===== config.mk =====
export PLATFORM = sky130hd
export DESIGN_NAME = cpu_ctrl_top
export DESIGN_NICKNAME = d
export VERILOG_FILES = /design/src/design/cpu_ctrl_pkg.sv /design/src/design/cpu_ctrl_top.sv /design/src/design/control_decoder.sv /design/src/design/cond_check.sv /design/src/design/decode_stage.sv
export VERILOG_INCLUDE_DIRS = /design/src /design/src/design
export SDC_FILE = /design/constraint.sdc
export NUM_CORES = 1
export LEC_CHECK = 0
export BUFFER_PORTS_ARGS = -buffer_cell sky130_fd_sc_hd__buf_2
export CAP_MARGIN = 5
export CORE_MARGIN = 5
export CORE_UTILIZATION = 42
export DETAILED_ROUTE_END_ITERATION = 8
export PLACE_DENSITY = 0.95
export RECOVER_POWER = 100
export SLEW_MARGIN = 15
export SYNTH_ARGS = -nofsm -noshare
export SYNTH_HDL_FRONTEND = slang
export SYNTH_SLANG_ARGS = --single-unit

===== constraint.sdc =====
create_clock -name clk -period 3.3 [get_ports clk]
set_input_delay 0.66 -clock clk [delete_from_list [all_inputs] [get_ports clk]]
set_output_delay 0.66 -clock clk [all_outputs]
set_load 0.02 [all_outputs]

===== src/design/cpu_ctrl_config.svh =====
`ifndef CPU_CTRL_CONFIG_SVH
`define CPU_CTRL_CONFIG_SVH

// word and field widths
`define CPU_INSTR_W        32
`define CPU_COND_W         4
`define CPU_OPC_W          7
`define CPU_REG_W          4
`define CPU_IMM12_W        12
`define CPU_BOFF_W         20

// never-pass condition, doubles as the bubble marker
`define CPU_COND_BUBBLE    4'b1111

// field positions inside the instruction word
`define CPU_COND_MSB       31
`define CPU_COND_LSB       28
`define CPU_OPC_MSB        27
`define CPU_OPC_LSB        21
`define CPU_EN_STATUS_BIT  20
`define CPU_P_BIT          19
`define CPU_U_BIT          18
`define CPU_W_BIT          17
`define CPU_RD_MSB         15
`define CPU_RD_LSB         12
`define CPU_SHIFT_MSB      11
`define CPU_SHIFT_LSB      10
`define CPU_IMM12_LSB      0
`define CPU_BOFF_MSB       19

// status register flag positions
`define CPU_FLAG_N         31
`define CPU_FLAG_Z         30
`define CPU_FLAG_C         29
`define CPU_FLAG_V         28

`endif

===== src/design/cpu_ctrl_pkg.sv =====
`include "cpu_ctrl_config.svh"

package cpu_ctrl_pkg;

    // full instruction or status word
    typedef logic [`CPU_INSTR_W-1:0] instr_t;

    // decoded instruction fields
    typedef logic [`CPU_COND_W-1:0]  cond_t;
    typedef logic [`CPU_OPC_W-1:0]   opcode_t;
    typedef logic [`CPU_REG_W-1:0]   reg_idx_t;
    typedef logic [`CPU_IMM12_W-1:0] imm12_t;

    // ALU operation select
    typedef logic [2:0] alu_op_t;

    localparam alu_op_t ALU_ADD = 3'b000;
    localparam alu_op_t ALU_SUB = 3'b001;
    localparam alu_op_t ALU_AND = 3'b010;
    localparam alu_op_t ALU_ORR = 3'b011;
    localparam alu_op_t ALU_XOR = 3'b111;

    // next PC source
    typedef logic [1:0] pc_sel_t;

    // sequential fetch
    localparam pc_sel_t PC_SEQ    = 2'b00;
    // branch target from the ALU
    localparam pc_sel_t PC_BRANCH = 2'b11;

endpackage : cpu_ctrl_pkg


===== src/design/cpu_ctrl_top.sv =====
`timescale 1ns/1ps

module cpu_ctrl_top (
    input  logic                   clk,
    input  logic                   rst,
    input  cpu_ctrl_pkg::instr_t   instr_in,
    input  logic                   branch_ref,
    input  logic                   branch_in,
    input  logic                   sel_stall,
    input  cpu_ctrl_pkg::instr_t   status_reg,
    output cpu_ctrl_pkg::cond_t    cond,
    output cpu_ctrl_pkg::opcode_t  opcode,
    output cpu_ctrl_pkg::reg_idx_t rd,
    output logic [1:0]             shift_op,
    output cpu_ctrl_pkg::imm12_t   imm12,
    output cpu_ctrl_pkg::instr_t   imm_branch,
    output cpu_ctrl_pkg::instr_t   instr_output,
    output logic                   branch_value,
    output cpu_ctrl_pkg::pc_sel_t  sel_pc,
    output logic                   load_pc,
    output logic                   sel_branch_imm,
    output logic                   sel_a,
    output logic                   sel_b,
    output cpu_ctrl_pkg::alu_op_t  alu_op,
    output logic                   sel_pre_indexed,
    output logic                   en_status,
    output logic                   sel_load_lr,
    output logic                   w_en1,
    output logic                   mem_w_en
);

    // decode stage and controller for the datapath
    control_decoder control_decoder_i (
        .clk             (clk),
        .rst             (rst),
        .instr_in        (instr_in),
        .branch_ref      (branch_ref),
        .branch_in       (branch_in),
        .sel_stall       (sel_stall),
        .status_reg      (status_reg),
        .cond            (cond),
        .opcode          (opcode),
        .rd              (rd),
        .shift_op        (shift_op),
        .imm12           (imm12),
        .imm_branch      (imm_branch),
        .instr_output    (instr_output),
        .branch_value    (branch_value),
        .sel_pc          (sel_pc),
        .load_pc         (load_pc),
        .sel_branch_imm  (sel_branch_imm),
        .sel_a           (sel_a),
        .sel_b           (sel_b),
        .alu_op          (alu_op),
        .sel_pre_indexed (sel_pre_indexed),
        .en_status       (en_status),
        .sel_load_lr     (sel_load_lr),
        .w_en1           (w_en1),
        .mem_w_en        (mem_w_en)
    );

endmodule : cpu_ctrl_top


===== src/design/control_decoder.sv =====
`timescale 1ns/1ps
`include "cpu_ctrl_config.svh"

module control_decoder (
    input  logic                   clk,
    input  logic                   rst,
    input  cpu_ctrl_pkg::instr_t   instr_in,
    input  logic                   branch_ref,
    input  logic                   branch_in,
    input  logic                   sel_stall,
    input  cpu_ctrl_pkg::instr_t   status_reg,
    output cpu_ctrl_pkg::cond_t    cond,
    output cpu_ctrl_pkg::opcode_t  opcode,
    output cpu_ctrl_pkg::reg_idx_t rd,
    output logic [1:0]             shift_op,
    output cpu_ctrl_pkg::imm12_t   imm12,
    output cpu_ctrl_pkg::instr_t   imm_branch,
    output cpu_ctrl_pkg::instr_t   instr_output,
    output logic                   branch_value,
    output cpu_ctrl_pkg::pc_sel_t  sel_pc,
    output logic                   load_pc,
    output logic                   sel_branch_imm,
    output logic                   sel_a,
    output logic                   sel_b,
    output cpu_ctrl_pkg::alu_op_t  alu_op,
    output logic                   sel_pre_indexed,
    output logic                   en_status,
    output logic                   sel_load_lr,
    output logic                   w_en1,
    output logic                   mem_w_en
);

    // compare writes flags only
    localparam logic [3:0] OPC_CMP = 4'b1010;

    logic en_status_dec;
    logic p;
    logic u;
    logic w;
    logic branch_ref_q;
    logic cond_pass;
    logic is_bubble;
    logic is_normal;
    logic is_mem;
    logic is_branch;

    decode_stage decode_stage_i (
        .clk          (clk),
        .rst          (rst),
        .instr_in     (instr_in),
        .branch_ref   (branch_ref),
        .branch_in    (branch_in),
        .sel_stall    (sel_stall),
        .cond         (cond),
        .opcode       (opcode),
        .en_status    (en_status_dec),
        .rd           (rd),
        .shift_op     (shift_op),
        .imm12        (imm12),
        .imm_branch   (imm_branch),
        .p            (p),
        .u            (u),
        .w            (w),
        .branch_ref_q (branch_ref_q),
        .instr_output (instr_output)
    );

    cond_check cond_check_i (
        .cond       (cond),
        .status_reg (status_reg),
        .cond_pass  (cond_pass)
    );

    // instruction class from the registered opcode
    assign is_bubble = (cond == `CPU_COND_BUBBLE);
    assign is_normal = !opcode[6] && (opcode[5:4] != 2'b10);
    assign is_mem    = (opcode[6:5] == 2'b11) || (opcode[6:3] == 4'b1000);
    assign is_branch = (opcode[6:3] == 4'b1001);

    always_comb begin
        sel_pc          = cpu_ctrl_pkg::PC_SEQ;
        load_pc         = 1'b0;
        sel_branch_imm  = 1'b0;
        sel_a           = 1'b0;
        sel_b           = 1'b0;
        alu_op          = cpu_ctrl_pkg::ALU_ADD;
        sel_pre_indexed = 1'b0;
        en_status       = 1'b0;
        sel_load_lr     = 1'b0;
        w_en1           = 1'b0;
        mem_w_en        = 1'b0;
        branch_value    = branch_ref_q;

        if (!is_bubble && is_normal) begin
            load_pc   = 1'b1;
            sel_a     = !opcode[3];
            sel_b     = !opcode[4];
            en_status = en_status_dec;
            w_en1     = (opcode[3:0] != OPC_CMP);
            case (opcode[2:0])
                3'b001:  alu_op = cpu_ctrl_pkg::ALU_SUB;
                3'b010:  alu_op = cpu_ctrl_pkg::ALU_SUB;
                3'b011:  alu_op = cpu_ctrl_pkg::ALU_AND;
                3'b100:  alu_op = cpu_ctrl_pkg::ALU_ORR;
                3'b101:  alu_op = cpu_ctrl_pkg::ALU_XOR;
                default: alu_op = cpu_ctrl_pkg::ALU_ADD;
            endcase
        end else if (!is_bubble && is_mem) begin
            // address always based on rn
            load_pc         = 1'b1;
            sel_b           = !opcode[3];
            sel_pre_indexed = !p;
            alu_op          = u ? cpu_ctrl_pkg::ALU_ADD : cpu_ctrl_pkg::ALU_SUB;
            en_status       = en_status_dec;
            // writeback of base only when pre-indexed
            w_en1           = p && w;
            mem_w_en        = opcode[4];
        end else if (!is_bubble && is_branch) begin
            load_pc = 1'b1;
            sel_a   = 1'b1;
            if (!opcode[1]) begin
                sel_b          = 1'b1;
                sel_branch_imm = 1'b1;
            end
            // link variant
            if (opcode[2]) begin
                w_en1 = 1'b1;
            end
            if (cond_pass) begin
                sel_pc       = cpu_ctrl_pkg::PC_BRANCH;
                branch_value = !branch_ref_q;
            end
        end
    end

    a_no_store_on_branch : assert property (
        @(posedge clk) disable iff (rst)
        !(mem_w_en && (sel_pc == cpu_ctrl_pkg::PC_BRANCH))
    ) else $error("control_decoder: store issued with branch PC select");

    // a bubble in the stage leaves the datapath idle
    a_bubble_idle : assert property (
        @(posedge clk) disable iff (rst)
        (cond == `CPU_COND_BUBBLE) |->
            (sel_pc == cpu_ctrl_pkg::PC_SEQ) && !load_pc && !sel_branch_imm
            && !sel_a && !sel_b && (alu_op == cpu_ctrl_pkg::ALU_ADD)
            && !sel_pre_indexed && !en_status && !sel_load_lr && !w_en1
            && !mem_w_en && (branch_value == branch_ref_q)
    ) else $error("control_decoder: control active during bubble");

endmodule : control_decoder


===== src/design/cond_check.sv =====
`timescale 1ns/1ps
`include "cpu_ctrl_config.svh"

module cond_check (
    input  cpu_ctrl_pkg::cond_t  cond,
    input  cpu_ctrl_pkg::instr_t status_reg,
    output logic                 cond_pass
);

    logic n_flag;
    logic z_flag;
    logic c_flag;
    logic v_flag;

    assign n_flag = status_reg[`CPU_FLAG_N];
    assign z_flag = status_reg[`CPU_FLAG_Z];
    assign c_flag = status_reg[`CPU_FLAG_C];
    assign v_flag = status_reg[`CPU_FLAG_V];

    always_comb begin
        case (cond)
            // EQ, NE
            4'b0000: cond_pass = z_flag;
            4'b0001: cond_pass = !z_flag;
            // CS, CC
            4'b0010: cond_pass = c_flag;
            4'b0011: cond_pass = !c_flag;
            // MI, PL
            4'b0100: cond_pass = n_flag;
            4'b0101: cond_pass = !n_flag;
            // VS, VC
            4'b0110: cond_pass = v_flag;
            4'b0111: cond_pass = !v_flag;
            // HI, LS (unsigned compare)
            4'b1000: cond_pass = c_flag && !z_flag;
            4'b1001: cond_pass = !c_flag || z_flag;
            // GE, LT (signed)
            4'b1010: cond_pass = (n_flag == v_flag);
            4'b1011: cond_pass = (n_flag != v_flag);
            // GT, LE
            4'b1100: cond_pass = !z_flag && (n_flag == v_flag);
            4'b1101: cond_pass = z_flag || (n_flag != v_flag);
            // AL
            4'b1110: cond_pass = 1'b1;
            // bubble never executes
            default: cond_pass = 1'b0;
        endcase
    end

endmodule : cond_check


===== src/design/decode_stage.sv =====
`timescale 1ns/1ps
`include "cpu_ctrl_config.svh"

module decode_stage (
    input  logic                   clk,
    input  logic                   rst,
    input  cpu_ctrl_pkg::instr_t   instr_in,
    input  logic                   branch_ref,
    input  logic                   branch_in,
    input  logic                   sel_stall,
    output cpu_ctrl_pkg::cond_t    cond,
    output cpu_ctrl_pkg::opcode_t  opcode,
    output logic                   en_status,
    output cpu_ctrl_pkg::reg_idx_t rd,
    output logic [1:0]             shift_op,
    output cpu_ctrl_pkg::imm12_t   imm12,
    output cpu_ctrl_pkg::instr_t   imm_branch,
    output logic                   p,
    output logic                   u,
    output logic                   w,
    output logic                   branch_ref_q,
    output cpu_ctrl_pkg::instr_t   instr_output
);

    // bubble: never-pass condition, everything else zero
    localparam cpu_ctrl_pkg::instr_t BUBBLE_WORD =
        {`CPU_COND_BUBBLE, {(`CPU_INSTR_W - `CPU_COND_W){1'b0}}};

    cpu_ctrl_pkg::instr_t instr_q;

    // stage register, flush wins over stall
    always_ff @(posedge clk) begin
        if (rst) begin
            instr_q      <= BUBBLE_WORD;
            branch_ref_q <= 1'b0;
        end else if (branch_in) begin
            instr_q      <= BUBBLE_WORD;
            // taken branch hands back the new parity
            branch_ref_q <= branch_ref;
        end else if (!sel_stall) begin
            instr_q      <= instr_in;
            branch_ref_q <= branch_ref;
        end
    end

    // field split
    assign cond      = instr_q[`CPU_COND_MSB:`CPU_COND_LSB];
    assign opcode    = instr_q[`CPU_OPC_MSB:`CPU_OPC_LSB];
    assign en_status = instr_q[`CPU_EN_STATUS_BIT];
    assign p         = instr_q[`CPU_P_BIT];
    assign u         = instr_q[`CPU_U_BIT];
    assign w         = instr_q[`CPU_W_BIT];
    assign rd        = instr_q[`CPU_RD_MSB:`CPU_RD_LSB];
    assign shift_op  = instr_q[`CPU_SHIFT_MSB:`CPU_SHIFT_LSB];
    assign imm12     = instr_q[`CPU_IMM12_LSB +: `CPU_IMM12_W];

    // word offset, sign extended then scaled to bytes
    assign imm_branch = {
        {(`CPU_INSTR_W - `CPU_BOFF_W - 2){instr_q[`CPU_BOFF_MSB]}},
        instr_q[`CPU_BOFF_MSB:0],
        2'b00
    };

    assign instr_output = instr_q;

    // a flush must show up as a bubble on the next edge, stall or not
    a_flush_bubble : assert property (
        @(posedge clk) disable iff (rst)
        branch_in |=> (cond == `CPU_COND_BUBBLE)
    ) else $error("decode_stage: flush did not load a bubble");

endmodule : decode_stage


## Word-level counts from Yosys, hierarchy flattened

Cells that the tools add are included.
Widths: inputs -> output; s select.

- Eq/ne operators: 28
- Muxes and demuxes: 36
- Reduce and logical (&&, ||, !) cells: 23

Operator list:

| cell | count |
|---|---|
| $eq 4x4->1 const B | 10 |
| $mux 1 | 28 |
| $eq 4x3->1 const B | 4 |
| $pmux 1 s15 | 1 |
| $pmux 3 s4 | 1 |
| $logic_not 1->1 | 10 |
| $eq 4x2->1 const B | 2 |
| $mux 2 | 4 |
| $logic_and 1x1->1 | 7 |
| $eq 3x2->1 const B | 2 |
| $eq 3x3->1 const B | 2 |
| $mux 3 | 2 |
| $eq 4x1->1 const B | 1 |
| $logic_not 4->1 | 1 |
| $ne 2x2->1 const B | 2 |
| $ne 4x4->1 const B | 1 |
| $reduce_or 2->1 | 2 |
| $eq 3x1->1 const B | 1 |
| $logic_or 1x1->1 | 3 |
| $eq 2x2->1 const B | 1 |
| $eq 1x1->1 | 1 |
| $ne 1x1->1 | 1 |

- Register bits after elaboration: 33
- Input port bits: 69
- Output and inout bits: 108
- Logic and storage cells: 89

## Longest topological paths before layout

Gate-level depths: netlist of run 1.

- Depth in word-level cells: 7
- Gate-level depth with buffers: 6

## By module

A second synthesis of run 1 with hierarchy kept.

- Cell total of the unflattened synthesis: 239
- Area total of the unflattened synthesis: 2,127.0 µm²

Modules (own cells, without submodules):

| module | times used | cells each | area an instance (µm²) | seq. area each (µm²) |
|---|---|---|---|---|
| decode_stage | 1 | 176 | 1,709.1 | 660.6 |
| control_decoder | 1 | 35 | 224.0 | 0.0 |
| cond_check | 1 | 28 | 193.9 | 0.0 |

## Least setup slack after synthesis of run 1

OpenSTA, ideal clock, no wires.

- Path type: register -> output
- From: register control_decoder_i.decode_stage_i.instr_q[27], in the netlist control_decoder_i.decode_stage_i.instr_output[27]
- To: output branch_value
- Arrival: 2.032 ns
- Data required time: 2.640 ns
- Slack: 0.608 ns
- Stages on the path, launching flop included: 6
- Path buffers: 0
- Path through: dfxtp_1 -> and4bb_2 -> or4b_1 -> mux2i_1 -> a311o_2 -> xor2_1

- Longest elaborated chain between the ends: 5
- Elaborated cells between the ends (all ways): 12
- Classes of those cells: eq/ne (3); mux (3); reduce/logical (6)

Ends and longest elaborated chain:

| what | RTL line | text |
|---|---|---|
| start: declaration | decode_stage.sv:29 | `cpu_ctrl_pkg::instr_t instr_q;` |
| start signal: assignment | decode_stage.sv:41 | `instr_q <= instr_in;` |
| $eq 4x4->1, or another cell as far along | control_decoder.sv:78 | `assign is_branch = (opcode[6:3] == 4'b1001);` |
| $logic_and 1x1->1 or $logic_or 1x1->1 (tied branches) | control_decoder.sv:118, control_decoder.sv:77 |  |
| $mux 1 or $logic_and 1x1->1 (tied branches) | control_decoder.sv:118, control_decoder.sv:108 |  |
| $mux 1 | control_decoder.sv:108 | `end else if (!is_bubble && is_mem) begin` |
| $mux 1 * | control_decoder.sv:94 | `if (!is_bubble && is_normal) begin` |
| end: declaration | cpu_ctrl_top.sv:18 | `output logic branch_value,` |

Mark *: on every way between the ends. The rest lies on a longest branch, timed or not.

## Worst setup path in the final report of run 1

- From: register control_decoder_i.decode_stage_i.instr_q[28], in the netlist control_decoder_i.decode_stage_i.instr_output[28]
- To: output branch_value

- Longest elaborated chain between the ends: 6
- Elaborated cells between the ends (all ways): 25
- Classes of those cells: eq/ne (15); mux (5); reduce/logical (5)

Ends and longest elaborated chain:

| what | RTL line | text |
|---|---|---|
| $eq 4x4->1, or another cell as far along | cond_check.sv:21 | `case (cond)` |
| $pmux 1 s15 or $logic_not 1->1 (tied branches) | -- |  |
| $mux 1 or $logic_and 1x1->1 (tied branches) | control_decoder.sv:129, control_decoder.sv:118 |  |
| $mux 1 | control_decoder.sv:118 | `end else if (!is_bubble && is_branch) begin` |
| $mux 1 | control_decoder.sv:108 |  |
| $mux 1 * | control_decoder.sv:94 |  |

Marks and branches as above.

==> qor.yml, run 1 <==
arrival_ns: 2.34
seqCellArea_um2: 661
worstPathRequired_ns: 2.64
synth_top_cell_by_area: "dfxtp_1"
htree_levels: 2
max-cap-violations: 1
coreArea_um2: 5040
wl_per_cell_um: 12.7
die_area_um2: 6630
synth-seq-cells: 33
cts.sinks: 33
synthFlopType: "dfxtp_1"
hold_viol_final: 0
vias_per_cell: 4.60
ir_drop_mv: 0.237
postCtsSetupBuffers: 0
hold_path.class: "register to register"
ys_top_cells_by_count: "buf_4, nor2_1, mux2i_1"
clockRootBuffer: "clkbuf_8"
yosys.cell_count.top_type: "buf_4"
min_period_over_period_pct: 91.0
die_x_um: 81.5
slew_violations: 34
seq_power_share_pct: 46.9
synth_edf_count: 0
insertion_delay_ns: 0.27
setup_slack_ns: 0.296
grt_setup_unrepaired: "false"
powerDensity_nw_per_um2: 396
globalRoute.totalOverflow: 0
dp_cells: 383
cts_buffers: 5
grt_pass1_vias: 1705
cts_tree: "yes"
drc_errors: 0
critPathCaptureType: "output port"
multiInputGateArea_um2: 883
p_int_uw: 649
yosys-top-cells-area: "dfxtp_1, buf_4, mux2i_1"
place_area_um2: 2380
synth_top_cell_area_share_pct: 30.8
grt_max_degree: 34
final_cells: 390
holdPathStages: 2
antenna_found_initial: 1
final_area_um2: 2330
place_congestion: 0.796
power.switching_uw: 272
power_frac_comb_pct: 20.9
switching_share_pct: 29.5
reg2reg_depth: 2
p_clk_share_pct: 32.2
wl_mm: 4.94
hold_buffers: 0
ctsResizeCount: 0
ant_nets: 0
hold_end: "control_decoder_i.decode_stage_i.branch_ref_q$_SDFFE_PP0P_"
setup_viol: 0
routed-via-count: 1795
grt_pass1_wl_mm: 7.49
die_h_um: 81.5
fp-row-count: 26
pin_count: 177
reg2reg_slack_ns: 2.38
drt_first_pass_iters: 4
num_antenna_cells: 0
syn2layout_area_growth_pct: 8.52
grtUsageTotal_pct: 14.2
yosys_warnings: 0
outcome: "complete, but fails checks"
worstPathMaxFanout: 13
fin_skew_ns: 0
path_class: "register to output port"
syn_area_um2: 2140
slew_headroom_pct: -53.1
leakagePower_uw: 0.00104
layout-drive-gt1-share_pct: 16.3
start_util_pct: 42.5
cts.path.max_buffers: 2
synth_cells: 245
worst_pin_slew_ns: 2.30
hpwl_mm: 3.84
yosysSeqAreaShare_pct: 30.8
start_kind: "register"
max_freq_mhz: 333
hold_path_startpoint: "control_decoder_i.decode_stage_i.branch_ref_q$_SDFFE_PP0P_"
synth_cell_types: 41
avgSynthCellArea_um2: 8.75
tns_ns: 0
n_fill_cell: 551
pre_cts_ws_ns: 0.638
clkSlewWorstSetupHoldPaths_ns: 0.06
final_nets: 389
violations: "capacitance limit, slew limit"
drt_iter0_drc: 54
final.min_clock_period_ns: 3.00
synthArstFlopShare_pct: 0
io_buffers: 145
-- state kept, by name, summed over array words and instances, names as in the netlist --
name	cells
control_decoder_i.decode_stage_i.branch_ref_q	1
control_decoder_i.decode_stage_i.instr_output	32
-- through the flow --
| stage | power [uW] | utilization, % | hold WS [ns] |
|---|---|---|---|
| after floorplan | 605 | - | 0.481 |
| after global placement | 638 | 47.2 | 0.494 |
| after detailed placement | 643 | 47.2 | 0.517 |
| after CTS | 946 | 48.9 | 0.535 |
| after global routing | 972 | 46.2 | 0.555 |
| final | 921 | 46.2 | 0.533 |
-- final cells by class --
type / instances / area share, %
flip-flops and latches: 33 / 28.4
inverters: 4 / 0.645
clock buffers: 7 / 3.71
repair buffers: 145 / 25.5
well taps: 70 / 3.76
multi-input cells: 131 / 38.0
-- metal layers --
layer / up-vias / part of all wire [%] / global-route usage [%]
met4: 2 / 0.97 / 5.24
met1: 828 / 38 / 15.0
met5: - / 0.14 / 0
li1: 894 / - / -
met2: 65 / 53 / 26.6
met3: 6 / 7.0 / 3.62
-- logic make-up (layout without fill, tap and decap cells) --
| kind of cell | Yosys count | in the layout | share of synthesized area (%) |
|---|---|---|---|
| DFF | 33 | 33 | 30.8 |
| AOI/OAI and AO/OA | 19 | 19 | 6.71 |
| and+or+nand+nor | 69 | 69 | 15.7 |
| muxes | 37 | 37 | 17.3 |
| xor gates and xnor gates | 3 | 3 | 1.23 |
| buffers and inverters | 83 | 156 | 28.1 |
| other | 1 | 3 | 0.175 |
-- worst max path at each step --
| stage | startpoint | to | slack [ns] | cells after the start |
|---|---|---|---|---|
| 6_report | register | branch_value | 0.30 | 6 |
| 5_1_grt | register | branch_value | 0.16 | 6 |
| 4_1_cts | register | branch_value | 0.41 | 6 |
| 3_5_place_dp | status_reg[30] | branch_value | 0.64 | 7 |
| 3_3_place_gp | status_reg[30] | branch_value | 0.70 | 7 |
| 2_1_floorplan | register | branch_value | 0.61 | 5 |
-- power groups by stage --
stage	registers (uW)	logic, uW	clock network [uW]
2_1_floorplan	448	157	0
3_3_place_gp	439	200	0
3_5_place_dp	440	203	0
4_1_cts	431	204	310
5_1_grt	436	210	327
6_report	432	193	296
-- cells in the final DEF, fill, tap and decap left out, types with 2 or more instances in the layout --
cell / n
nand3b_1: 3
buf_2: 40
o21a_1: 3
conb_1: 3
xor2_1: 3
mux2i_1: 36
o22ai_1: 2
clkbuf_8: 6
clkbuf_1: 106
a21o_2: 2
o21ai_0: 2
nand2_1: 12
nand2b_1: 3
nand4_1: 2
inv_1: 4
a21oi_1: 3
nor2_1: 37
dfxtp_1: 33
-- critical path: stages (launching register included) --
cell      delay (ns)
dfxtp_1         0.57
nand4_1         0.48
nand3_1         0.23
a31oi_1         0.06
a311o_2         0.35
xor2_1          0.13
clkbuf_1        0.24
Power figures use the tool's default switching activity.
==> run 2, diff against run 1 <==
--- a/config.mk
+++ b/config.mk
@@ -8,10 +8,12 @@
 export LEC_CHECK = 0
 export BUFFER_PORTS_ARGS = -buffer_cell sky130_fd_sc_hd__buf_2
 export CAP_MARGIN = 5
+export CELL_PAD_IN_SITES_DETAIL_PLACEMENT = 0
+export CELL_PAD_IN_SITES_GLOBAL_PLACEMENT = 1
 export CORE_MARGIN = 5
-export CORE_UTILIZATION = 42
+export CORE_UTILIZATION = 26
 export DETAILED_ROUTE_END_ITERATION = 8
-export PLACE_DENSITY = 0.95
+export PLACE_DENSITY = 0.91
 export RECOVER_POWER = 100
 export SLEW_MARGIN = 15
 export SYNTH_ARGS = -nofsm -noshare
==> constraint.sdc (replaced) <==
create_clock -name clk -period 3.2 [get_ports clk]
set_input_delay 0.64 -clock clk [delete_from_list [all_inputs] [get_ports clk]]
set_output_delay 0.64 -clock clk [all_outputs]
set_load 0.02 [all_outputs]
==> qor.yml, run 2 (synthesis results as in run 1) <==
outcome: "complete, but fails checks"  # unchanged
violations: "capacitance limit, slew limit"  # unchanged
grtUsageTotal_pct: 9.98  # was 14.2%
drt_first_pass_iters: 4  # unchanged
worstPathMaxFanout: 13  # unchanged
worst_path_max_delay_cell: "dfxtp_1"  # unchanged
pre_cts_ws_ns: 0.576  # was 0.638 ns
largest_reg_flops: 32  # unchanged
place_area_um2: 2420  # was 2380 um2
syn2layout_area_growth_pct: 10.7  # was 8.52%
final_nets: 389  # unchanged
mostFrequentLayoutCell: "clkbuf_1"  # unchanged
die_area_um2: 10200  # was 6630 um2
hold_buffers: 0  # unchanged
setup_viol: 0  # unchanged
hold_viol_final: 0  # unchanged
htree_levels: 2  # unchanged
clkSlewWorstSetupHoldPaths_ns: 0.06  # about the same
hold_ws_ns: 0.526  # was 0.533 ns
slew_headroom_pct: -53.4  # was -53.1%
hold_path.class: "register to register"  # unchanged
leakagePower_uw: 0.00104  # about the same
ctsResizeCount: 0  # unchanged
clockRootBuffer: "clkbuf_8"  # unchanged
mostFrequentLayoutCells: "clkbuf_1, buf_2, nor2_1"  # unchanged
place_congestion: 0.757  # was 0.796
ant_nets: 0  # unchanged
antenna_found_initial: 2  # was 1
crit_chain: "nand4_1 > nand3_1 > a31oi_1 > a311o_2 > xor2_1 > clkbuf_2"  # was nand4_1 > nand3_1 > a31oi_1 > a311o_2 > xor2_1 > clkbuf_1
critPathCaptureType: "output port"  # unchanged
die_x_um: 101  # was 81.5 um
grt_setup_unrepaired: "false"  # unchanged
holdPathStages: 2  # unchanged
wl_mm: 5.46  # was 4.94 mm
start_kind: "register"  # unchanged
start_util_pct: 26.4  # was 42.5%
routed-via-count: 1812  # was 1795
fp-row-count: 33  # was 26
crit_path_end: "branch_value"  # unchanged
worst_pin_slew_ns: 2.30  # about the same
hpwl_mm: 4.27  # was 3.84 mm
max_freq_mhz: 338
ir_drop_mv: 0.125  # was 0.237 mV
grt_pass1_wl_mm: 8.17  # was 7.49 mm
arrival_ns: 2.32  # was 2.34 ns
wl_per_cell_um: 12.8  # was 12.7 um
cts_buffers: 5  # unchanged
powerDensity_nw_per_um2: 402  # was 396 nW/um2
globalRoute.totalOverflow: 0  # unchanged
tns_ns: 0  # unchanged
drc_errors: 0  # unchanged
grt_pass1_vias: 1770  # was 1705
final_area_um2: 2370  # was 2330 um2
critPathBufInv: 1  # unchanged
postCtsSetupBuffers: 0  # unchanged
final.min_clock_period_ns: 2.96
min_period_over_period_pct: 92.4
crit_cells: 6  # unchanged
worstPathRequired_ns: 2.56  # was 2.64 ns
setup_slack_ns: 0.242  # was 0.296 ns
crit_family: "simple AND/OR/NAND/NOR gates"  # unchanged
critical-path-max-stage-delay_ns: 0.59  # was 0.57 ns
max-cap-violations: 1  # unchanged
cts.sinks: 33  # unchanged
insertion_delay_ns: 0.27  # about the same
path_class: "register to output port"  # unchanged
cts.path.max_buffers: 2  # unchanged
grt_max_degree: 34  # unchanged
reg2reg_slack_ns: 2.27  # was 2.38 ns
slew_violations: 34  # unchanged
io_buffers: 145  # unchanged
n_fill_cell: 940  # was 551
layout-drive-gt1-share_pct: 16.6  # was 16.3%
die_h_um: 101  # was 81.5 um
coreArea_um2: 8130  # was 5040 um2
fin_skew_ns: 0  # unchanged
vias_per_cell: 4.25  # was 4.60
hold_path_startpoint: "control_decoder_i.decode_stage_i.branch_ref_q$_SDFFE_PP0P_"  # unchanged
reg2reg_depth: 2  # unchanged
cts_tree: "yes"  # unchanged
drt_iter0_drc: 14  # was 54
pin_count: 177  # unchanged
-- run 2: cell types whose count changed in the layout (fill, tap and decap cells not counted) --
cell,previous run,this run
clkbuf_1,106,105
diode_2,0,1
clkbuf_2,0,1
-- run 2: stage by stage --
| stage | cells | utilization [%] | total power, uW |
|---|---|---|---|
| after global routing | 426 | 29.2 | 1010 |
| after detailed placement | 418 | 29.8 | 666 |
| final | 426 | 29.2 | 955 |
| after floorplan | 247 | - | 624 |
| after global placement | 418 | 29.8 | 662 |
| after CTS | 425 | 30.8 | 988 |
-- run 2: power breakdown --
| group | internal, uW | switching, uW | leakage [uW] |
|---|---|---|---|
| Sequential | 425 | 21.3 | 0.000269 |
| Clock | 171 | 139 | 0.0000443 |
| Combinational | 74.1 | 125 | 0.000726 |
-- run 2: routing by layer --
metal	vias up	routed length, um	track usage [%]
met2	65	2840	17.7
met3	12	415	2.35
met4	2	139	5.80
li1	896	-	-
met5	-	11	0
met1	837	2060	10.7
-- run 2: worst min-delay path by stage --
stage	endpoint	slack (ns)
after floorplan	control_decoder_i.decode_stage_i.branch_ref_q$_SDFFE_PP0P_	0.48
after global placement	control_decoder_i.decode_stage_i.branch_ref_q$_SDFFE_PP0P_	0.50
after detailed placement	control_decoder_i.decode_stage_i.branch_ref_q$_SDFFE_PP0P_	0.52
after CTS	control_decoder_i.decode_stage_i.branch_ref_q$_SDFFE_PP0P_	0.53
after global routing	control_decoder_i.decode_stage_i.branch_ref_q$_SDFFE_PP0P_	0.56
final	control_decoder_i.decode_stage_i.branch_ref_q$_SDFFE_PP0P_	0.53
-- run 2: worst reg2reg max path: stages, from the launching register on --
cell and delay [ns]:
dfxtp_1 0.59, mux2i_1 0.14, nand2_1 0.14
-- run 2: layout make-up --
class / count / area (um2) / share of cell area (%)
multi-input combinational: 131 / 883 / 37.2
sequential: 33 / 661 / 27.8
timing repair buffer: 145 / 596 / 25.1
tap: 105 / 131 / 5.53
clock buffer: 7 / 86.3 / 3.64
inverter: 4 / 15.0 / 0.632
antenna: 1 / 2.50 / 0.105
==> run 3, diff against run 2 <==
--- a/config.mk
+++ b/config.mk
@@ -13,6 +13,7 @@
 export CORE_MARGIN = 5
 export CORE_UTILIZATION = 26
 export DETAILED_ROUTE_END_ITERATION = 8
+export GPL_TIMING_DRIVEN = 0
 export PLACE_DENSITY = 0.91
 export RECOVER_POWER = 100
 export SLEW_MARGIN = 15
==> qor.yml, run 3 (synthesis results as in run 1) <==
outcome: "complete, no violations"  # was complete, but fails checks
pre_cts_ws_ns: 0.512  # was 0.576 ns
slew_violations: 0  # was 34
place_congestion: 0.744  # was 0.757
wl_mm: 6.15  # was 5.46 mm
cts_tree: "yes"  # unchanged
n_fill_cell: 897  # was 940
vias_per_cell: 4.06  # was 4.25
seqCellArea_um2: 661  # unchanged
die_x_um: 101  # unchanged
coreArea_um2: 8130  # unchanged
final.min_clock_period_ns: 2.96  # about the same
setup_slack_ns: 0.237  # was 0.242 ns
layout-drive-gt1-share_pct: 35.8  # was 16.6%
cts_buffers: 5  # unchanged
antenna_found_initial: 1  # was 2
max_freq_mhz: 337  # was 338 MHz
power.switching_uw: 292  # was 285 uW
cts.path.max_buffers: 2  # unchanged
grt_setup_unrepaired: "false"  # unchanged
max-cap-violations: 0  # was 1
seq_power_share_pct: 45.2  # was 46.7%
postCtsSetupBuffers: 0  # unchanged
p_int_uw: 688  # was 670 uW
crit_family: "simple AND/OR/NAND/NOR gates"  # unchanged
htree_levels: 2  # unchanged
tns_ns: 0  # unchanged
worstPathRequired_ns: 2.56  # about the same
leakagePower_uw: 0.00150  # was 0.00104 uW
setup_viol: 0  # unchanged
globalRoute.totalOverflow: 0  # unchanged
powerDensity_nw_per_um2: 329  # was 402 nW/um2
wl_per_cell_um: 12.2  # was 12.8 um
worst_pin_slew_ns: 0.772  # was 2.30 ns
hpwl_mm: 5.09  # was 4.27 mm
die_h_um: 101  # unchanged
ant_nets: 0  # unchanged
grtUsageTotal_pct: 11.7  # was 9.98%
worst_path_max_delay_cell: "dfxtp_1"  # unchanged
clkSlewWorstSetupHoldPaths_ns: 0.06  # about the same
critical-path-max-stage-delay_ns: 0.55  # was 0.59 ns
slew_headroom_pct: 48.5  # was -53.4%
multiInputGateArea_um2: 883  # unchanged
worstPathMaxFanout: 10  # was 13
utilization_pct: 36.6  # was 29.2%
p_clk_share_pct: 29.6  # was 32.4%
fp-row-count: 33  # unchanged
hold_viol_final: 0  # unchanged
grt_pass1_vias: 2033  # was 1770
arrival_ns: 2.32  # about the same
mostFrequentLayoutCell: "clkbuf_1"  # unchanged
die_area_um2: 10200  # unchanged
syn2layout_area_growth_pct: 38.7  # was 10.7%
ctsResizeCount: 0  # unchanged
grt_max_degree: 16  # was 34
pin_count: 177  # unchanged
switching_share_pct: 29.8  # was 29.9%
final_nets: 467  # was 389
clockRootBuffer: "clkbuf_8"  # unchanged
fin_skew_ns: 0  # unchanged
ir_drop_mv: 0.143  # was 0.125 mV
drt_iter0_drc: 39  # was 14
crit_chain: "and4bb_2 > or4b_1 > mux2i_1 > a311o_2 > xor2_1 > clkbuf_2"  # was nand4_1 > nand3_1 > a31oi_1 > a311o_2 > xor2_1 > clkbuf_2
cts.sinks: 33  # unchanged
grt_pass1_wl_mm: 9.54  # was 8.17 mm
drt_first_pass_iters: 4  # unchanged
hold_path.class: "register to register"  # unchanged
min_period_over_period_pct: 92.6  # was 92.4%
largest_reg_flops: 32  # unchanged
routed-via-count: 2049  # was 1812
power_frac_comb_pct: 25.2  # was 20.9%
start_util_pct: 26.4  # unchanged
critPathCaptureType: "output port"  # unchanged
mostFrequentLayoutCells: "clkbuf_1, buf_2, buf_4"  # was clkbuf_1, buf_2, nor2_1
insertion_delay_ns: 0.27  # about the same
path_class: "register to output port"  # unchanged
critPathBufInv: 1  # unchanged
io_buffers: 144  # was 145
drc_errors: 0  # unchanged
hold_buffers: 0  # unchanged
start_kind: "register"  # unchanged
==> run 3: stage by stage <==
stage,instance area (um2),total power [uW],hold WS (ns),instances
floorplan,2150,624,0.481,247
global placement,3000,707,0.496,496
detailed placement,3000,711,0.524,496
CTS,3080,1010,0.527,504
global route,2980,1050,0.529,505
finish,2980,980,0.529,505
==> run 3: worst paths after layout <==
path                            startpoint            to  slack [ns]  cells after the start
worst max-delay path              register  branch_value        0.24                      6
worst min-delay path              register      register        0.53                      2
worst max register to register    register      register        2.34                      2
worst min register to register    register      register        0.53                      2
==> run 3: layer usage <==
layer  part of all wire (%)  wire length [um]  GRT usage (%)
met5                      0                 0              0
met1                     38              2320           12.9
met4                    2.6               159           4.97
met2                     53              3240           21.2
met3                    6.9               422           2.70
==> run 3: final cells by class <==
type | instances | share of cell area [%]
Sequential cell | 33 | 22.2
Buffer | 79 | 19.7
Multi-Input combinational cell | 131 | 29.7
Timing Repair Buffer | 144 | 20.7
Antenna cell | 1 | 0.0841
Tap cell | 105 | 4.42
Inverter | 4 | 0.505
Clock buffer | 8 | 2.69
==> run 3: worst register-to-register path, delay by kind of cell (launching register included) <==
family | cells | cell delay [ns]
flops | 1 | 0.56
simple gates | 1 | 0.10
mux | 1 | 0.14
==> run 3: power by group through the flow <==
stage / Sequential (uW) / Clock, uW / Combinational (uW)
finish: 443 / 290 / 246
global route: 446 / 335 / 268
floorplan: 462 / 0 / 162
detailed placement: 452 / 0 / 259
global placement: 451 / 0 / 256
CTS: 443 / 311 / 260
